`src/include/sram_config.svh`:
```
`ifndef SRAM_CONFIG_SVH
`define SRAM_CONFIG_SVH

// address bus width in bits
`define SRAM_ADDR_W 8

// data word width in bits
`define SRAM_DATA_W 16

// number of words, one per address
`define SRAM_DEPTH (1 << `SRAM_ADDR_W)

`endif

```
`src/sram_pkg.sv`:
```
`include "sram_config.svh"

package sram_pkg;

  // access sequencer states
  typedef enum logic [1:0] {
    IDLE  = 2'b00,  // waiting for a strobe, ready high
    READ  = 2'b01,  // array drives the bus
    WRITE = 2'b10,  // datapath drives the bus
    DONE  = 2'b11   // bus released, one turnaround cycle
  } state_t;

  // word address into the array
  typedef logic [`SRAM_ADDR_W-1:0] addr_t;

  // one data word on the shared bus
  typedef logic [`SRAM_DATA_W-1:0] data_t;

endpackage

```
`src/sram_fsm.sv`:
```
`timescale 1ns/100ps

module sram_fsm (
  input  logic clk,
  input  logic rst_n,
  input  logic read_req,       // one-cycle read strobe
  input  logic write_req,      // one-cycle write strobe

  output logic ready,          // high only in IDLE
  output logic latch_addr,     // held address onto the address bus
  output logic latch_data,     // held write data toward the bus
  output logic latch_read,     // capture the bus at the end of READ
  output logic drive_data_en,  // datapath owns the data bus

  output logic sram_ce_n,
  output logic sram_oe_n,
  output logic sram_we_n
);

  import sram_pkg::*;

  state_t current_state;
  state_t next_state;

  always_ff @(posedge clk or negedge rst_n) begin
    if (!rst_n) begin
      current_state <= IDLE;
    end else begin
      current_state <= next_state;
    end
  end

  // one access per accepted strobe, fixed three-cycle turnaround
  always_comb begin
    next_state = current_state;
    unique case (current_state)
      IDLE: begin
        if (write_req) begin  // write wins over a same-cycle read
          next_state = WRITE;
        end else if (read_req) begin
          next_state = READ;
        end else begin
          next_state = IDLE;
        end
      end
      READ: begin
        next_state = DONE;
      end
      WRITE: begin
        next_state = DONE;
      end
      DONE: begin
        next_state = IDLE;  // ready comes back next cycle
      end
      default: begin
        next_state = IDLE;
      end
    endcase
  end

  // Moore decode, everything inactive unless the state asks for it
  always_comb begin
    ready         = 1'b0;
    latch_addr    = 1'b0;
    latch_data    = 1'b0;
    latch_read    = 1'b0;
    drive_data_en = 1'b0;
    sram_ce_n     = 1'b1;  // enables are active low
    sram_oe_n     = 1'b1;
    sram_we_n     = 1'b1;

    unique case (current_state)
      IDLE: begin
        ready = 1'b1;
      end
      READ: begin
        latch_addr = 1'b1;
        latch_read = 1'b1;  // datapath samples at the edge leaving READ
        sram_ce_n  = 1'b0;
        sram_oe_n  = 1'b0;
      end
      WRITE: begin
        latch_addr    = 1'b1;
        latch_data    = 1'b1;
        drive_data_en = 1'b1;
        sram_ce_n     = 1'b0;
        sram_we_n     = 1'b0;  // array stores at the edge leaving WRITE
      end
      DONE: begin
        // bus turnaround, nothing asserted
        ready = 1'b0;
      end
      default: begin
        ready = 1'b0;
      end
    endcase
  end

endmodule

```
`config.mk`:
```
export PLATFORM = sky130hd
export DESIGN_NAME = sram_fsm
export DESIGN_NICKNAME = d
export VERILOG_FILES = /design/src/sram_pkg.sv /design/src/sram_fsm.sv
export VERILOG_INCLUDE_DIRS = /design/src /design/src/include
export SDC_FILE = /design/constraint.sdc
export NUM_CORES = 1
export LEC_CHECK = 0
export ABC_AREA = 1
export BUFFER_PORTS_ARGS = -buffer_cell sky130_fd_sc_hd__buf_2
export CORE_AREA = 2 2 39 41
export DETAILED_ROUTE_END_ITERATION = 6
export DIE_AREA = 0 0 41 43
export PLACE_DENSITY = 0.3
export SETUP_SLACK_MARGIN = 0.02
export SYNTH_ARGS = -nofsm -noshare
export SYNTH_HDL_FRONTEND = slang
export SYNTH_SLANG_ARGS = --single-unit
```
`constraint.sdc`:
```
create_clock -name clk -period 1.6 [get_ports clk]
set_clock_uncertainty 0.2 [all_clocks]
set_input_delay 0.24 -clock clk [delete_from_list [all_inputs] [get_ports clk]]
set_output_delay 0.24 -clock clk [all_outputs]
set_load 0.05 [all_outputs]
```
==> metrics.yaml, run 1 <==
synth:
  seq_area_frac_synth_pct: 27.6
  synth-seq-cells: 2
  synth_nets: 31
  ys_warn_count: 0
  ys_types: 7
  yosysTopAreaCell: "ha_1"
  syn_inst: 21
  avgSynthCellArea_um2: 8.64
  syn_area_um2: 181
  synthTopCellsByArea: "ha_1, dfrtp_1, inv_1"
  synth_top_area_share_pct: 41.4
floorplanning:
  io_pins: 12
  die_w_um: 41
  initial_core_util_pct: 13.1
  coreArea_um2: 1380
  die_h_um: 43
  die_area_um2: 1760
  rows: 14
sta:
  setup-violations-final: 0
  drv_slew: 0
  fin_crit_ps: 1580
  fmax_ghz: 0.634
  rsz0062_at_grt: "true"
  tns_ps: 0
  slew_headroom_pct: 92.8
  timing.final.crit_share_pct: 98.6
  tightest_slew_ps: 108
  timing_hold_violations_final: 0
finish:
  area.growth.synth_to_final_pct: 141
  fin_nets: 51
  fin_area_um2: 437
  drive_gt1_share_pct: 74.4
  final_cells: 55
  layout_common_cells: "inv_2, buf_8, ha_4, buf_6"
  diodes: 0
  utilization_pct: 31.6
  largest_reg_flops: 2
  regMostFlops: "current_state"
  reg_top3: "current_state (2)"
critical_path:
  cp-startpoint: "current_state[0]"
  worst-endpoint-required_ps: 1160
  worstPathArrival_ps: 1140
  critical_path_class: "register to output port"
  cp-end-kind: "output port"
  slowest_delay_ps: 370
  path_max_fanout: 3
  cp_cell_sequence: "inv_2 -> buf_6 -> ha_2 -> buf_8"
  start_kind: "register"
  slowest_stage: "dfrtp_1"
  r2r_start: "current_state[0]"
route:
  route.met2.wl_um: 193
  wl_um: 382
  drc: 0
  top_layer: "met4"
  drtIter0Drc: 0
  wl_met3_um: 50
  met1_length_um: 120
  vias_per_cell: 3.53
  dr.pass1.iters: 1
  wl_per_cell_um: 6.95
  vias: 194
  antenna_left: 0
global_routing:
  grt_pass1_wl_um: 545
  grt_usage_pct: 5.32
  antenna_found_initial: 0
  grt_pass1_vias: 175
  grt_overflow: 0
  grt_start_max_net_pins: 4
clock_tree:
  clockBufferDepth: 2
  cts_sinks: 2
  clkLatencyLatePin_ps: 230
  numCtsBuffers: 3
  htreeDepth: 1
  clk_pin_slew_ps: 30
  cts_root_buf: "clkbuf_4"
  cts_tree: "built"
placed_design:
  port_buffers: 11
  gp_congestion: 0.564
  placed_area_um2: 269
  place_inst: 49
  dp_hpwl_um: 296
outcome:
  outcome: "complete, no violations"
worst_hold_path:
  min-delay-start: "write_req"
  hold_class: "input port to register"
job:
  max_cap_violations: 0
==> cells in the mapped netlist <==
| master | instances |
|---|---|
| nand2_2 | 1 |
| buf_4 | 1 |
| inv_1 | 7 |
| ha_1 | 6 |
| nand3_1 | 1 |
| nand2_1 | 3 |
| dfrtp_1 | 2 |
==> worst paths after layout <==
check,slack (ps),to,cells after the start
min reg2reg,510,current_state[1],4
max,20,ready,4
min in group asynchronous,120,current_state[0],2
max in group asynchronous,980,current_state[1],2
min,30,current_state[1],3
max reg2reg,480,current_state[0],4
==> per-stage QoR <==
step                setup slack, ps  hold slack [ps]
CTS                           -24.7             23.6
detailed placement             92.5             -171
global route                  -18.6             44.3
floorplan                     -80.1             -256
finish                         22.9             31.8
global placement               95.8             -173
==> cell type report <==
| cell class | count | area (µm²) |
|---|---|---|
| inverters | 7 | 26.3 |
| repair buffers | 16 | 168 |
| flip-flops and latches | 2 | 50.0 |
| clock buffers | 3 | 22.5 |
| multi-input cells | 11 | 150 |
| well taps | 16 | 20.0 |
| fillers | 154 | 947 |
==> logic make-up (layout without fill, tap and decap cells) <==
logic type	Yosys count	in the layout	synth area share [%]
fa+ha+maj	6	6	41.4
buf+inv	8	26	18.6
flops	2	2	27.6
simple gates	5	5	12.4
==> layer usage <==
| metal | vias up | track usage, % |
|---|---|---|
| met3 | 2 | 1.57 |
| li1 | 94 | - |
| met4 | 0 | 10.0 |
| met1 | 84 | 3.22 |
| met2 | 14 | 7.81 |
| met5 | - | 0 |
==> what timing repair did <==
item,in CTS,in global routing
hold buffers,1,0
endpoints found under the hold margin,2,0
endpoints found under the setup margin,8,5
gates resized for setup,23,11
pin swaps,0,2
buffers inserted,2,0
==> worst max-delay path: cells and delay by family (launching register included) <==
kind | cells | cell delay (ps)
fa+ha+maj | 1 | 180
buf+inv | 3 | 350
flops | 1 | 370
Power of run 1 is not shown: default switching activity piles up to over one toggle a cycle in this logic, so the estimate is an artifact.
==> inputs of run 2 (changes only) <==
--- a/config.mk
+++ b/config.mk
@@ -12,7 +12,7 @@
 export DETAILED_ROUTE_END_ITERATION = 6
 export DIE_AREA = 0 0 41 43
 export PLACE_DENSITY = 0.3
-export SETUP_SLACK_MARGIN = 0.02
+export SETUP_SLACK_MARGIN = 0.5
 export SYNTH_ARGS = -nofsm -noshare
 export SYNTH_HDL_FRONTEND = slang
 export SYNTH_SLANG_ARGS = --single-unit
==> run 2 against run 1 <==
  * The run now ends with setup timing left
  * Non-clock buffer count increased by 2
  * Fmax shrank 2.1%
  * Critical endpoint is now sram_ce_n
  * Die area did not move
  * Hold slack improved by 8.8 ps
==> metrics.yaml, run 2 (same netlist as run 1, synthesis figures left out) <==
outcome:
  outcome: "finished, violations left"
  violations: "setup timing"
finish:
  regMostFlops: "current_state"
  fin_nets: 53  # +3.9%
  drive_gt1_share_pct: 70.7  # -3.6 points
  largest_reg_flops: 2  # unchanged
  layout.cells.most_common: "buf_4"
  reg_top3: "current_state (2)"
  utilization_pct: 31.6  # +0.090 points
  area.growth.synth_to_final_pct: 141
  diodes: 0  # unchanged
  layout_common_cells: "buf_4, buf_6"
clock_tree:
  cts_tree: "built"
  numCtsBuffers: 3  # unchanged
  clk_pin_slew_ps: 30  # about the same
  cts_sinks: 2  # unchanged
  clkLatencyLatePin_ps: 220  # about the same
  clockBufferDepth: 2  # unchanged
  htreeDepth: 1  # unchanged
  cts_root_buf: "clkbuf_4"
worst_hold_path:
  hold_path_depth: 3  # unchanged
  hold-path-endpoint: "current_state[1]"
  min-delay-start: "write_req"
  hold_class: "input port to register"
critical_path:
  rrSetupSlack_ps: 220  # -260 ps
  reg2regPathDepth: 6  # +2
  path_buf_inv: 3  # unchanged
  cp-startpoint: "current_state[1]"
  start_kind: "register"
  worst-endpoint-required_ps: 1160  # about the same
  path_max_fanout: 4  # +1
  cp-end-kind: "output port"
  r2r_start: "current_state[1]"
  reg2reg_to: "current_state[1]"
  cp_cell_sequence: "inv_2 -> ha_4 -> clkinvlp_4 -> buf_6"
  crit_family: "flip-flops"
  slowest_stage: "dfrtp_1"
  worstPathArrival_ps: 1170  # +30 ps
  critical_path_class: "register to output port"
  slowest_delay_ps: 370  # about the same
global_routing:
  grt_pass1_wl_um: 634  # +16%
  grt_usage_pct: 6.02  # +0.70 points
  grt_start_max_net_pins: 5  # +1
  grt_overflow: 0  # unchanged
  grt_pass1_vias: 172  # -1.7%
  antenna_found_initial: 0  # unchanged
route:
  met1_length_um: 134  # +12%
  wl_met3_um: 32  # -36%
  drtIter0Drc: 9  # +9
  dr.pass1.iters: 4  # +3
  vias: 189  # -2.6%
  antenna_left: 0  # unchanged
  route.met2.wl_um: 227  # +18%
  wl_um: 394  # +3.1%
  top_layer: "met3"
  vias_per_cell: 3.32  # -6.0%
  wl_per_cell_um: 6.91  # -0.48%
  drc: 0  # unchanged
sta:
  worst_slack_ps: -10.4  # -33.3 ps
  fin_crit_ps: 1610  # +33.3 ps
  tightest_slew_ps: 146  # +37.8 ps
  hold-worst-slack_ps: 40.7  # +8.82 ps
  tns_ps: -10.4  # -10.4 ps
  setup-violations-final: 1  # +1
  timing_hold_violations_final: 0  # unchanged
  slew_headroom_pct: 90.4  # -2.5 points
  rsz0062_at_grt: "true"
  timing.final.crit_share_pct: 101  # +2.1 points
  drv_slew: 0  # unchanged
  fmax_ghz: 0.621  # -2.1%
floorplanning:
  io_pins: 12  # unchanged
  rows: 14  # unchanged
  die_w_um: 41  # unchanged
  coreArea_um2: 1380  # unchanged
  die_h_um: 43  # unchanged
  initial_core_util_pct: 13.1  # unchanged
  die_area_um2: 1760  # unchanged
placed_design:
  dp_hpwl_um: 303  # +2.5%
  port_buffers: 11  # unchanged
  gp_congestion: 0.588  # +4.1%
job:
  max_cap_violations: 0  # unchanged
## run 2: cell count changes in the layout (fill, tap and decap cells not counted)
cell / delta
buf_4: +3
buf_6: +1
buf_8: -2
clkinvlp_4: +2
ha_1: +1
ha_4: -1
inv_1: +1
inv_2: -4
inv_4: +1
## run 2: metal layers
metal,vias to the layer above,global-route usage (%)
met3,0,3.14
met4,0,8.00
met5,-,0
li1,99,-
met1,83,5.14
met2,7,8.13
## run 2: stage by stage
| step | area (µm²) | cells | setup slack [ps] |
|---|---|---|---|
| after detailed placement | 282 | 47 | 99.1 |
| after CTS | 419 | 55 | -35.0 |
| after global routing | 438 | 57 | -81.3 |
| after global placement | 282 | 47 | 106 |
| final | 438 | 57 | -10.4 |
| after floorplan | 221 | 21 | 32.6 |
## run 2: how the worst max path moves through the flow
| stage | endpoint | cells past startpoint |
|---|---|---|
| after floorplan | sram_ce_n | 3 |
| after global placement | sram_ce_n | 4 |
| after detailed placement | sram_ce_n | 4 |
| after CTS | sram_ce_n | 4 |
| after global routing | sram_ce_n | 4 |
| final | sram_ce_n | 4 |
## run 2: final cells by class
class | instances | area, µm²
Multi-Input combinational cell | 11 | 138
Inverter | 7 | 36.3
Fill cell | 152 | 946
Sequential cell | 2 | 50.0
Timing Repair Buffer | 18 | 171
Tap cell | 16 | 20.0
Clock buffer | 3 | 22.5
## run 2: tightest hold or removal path: stages
cell and delay, ps:
buf_2 90, nand2_1 50, nand2_1 50
## run 2: repair_timing
item / CTS / global route
endpoints found under the setup margin: 10 / 10
endpoints found under the hold margin: 2 / 0
resized for setup: 22 / 1
pin swaps: 0 / 1
buffers inserted: 4 / 2
hold buffers: 1 / 0
cloned: 0 / 0
Power of run 2 is left out for the same reason.
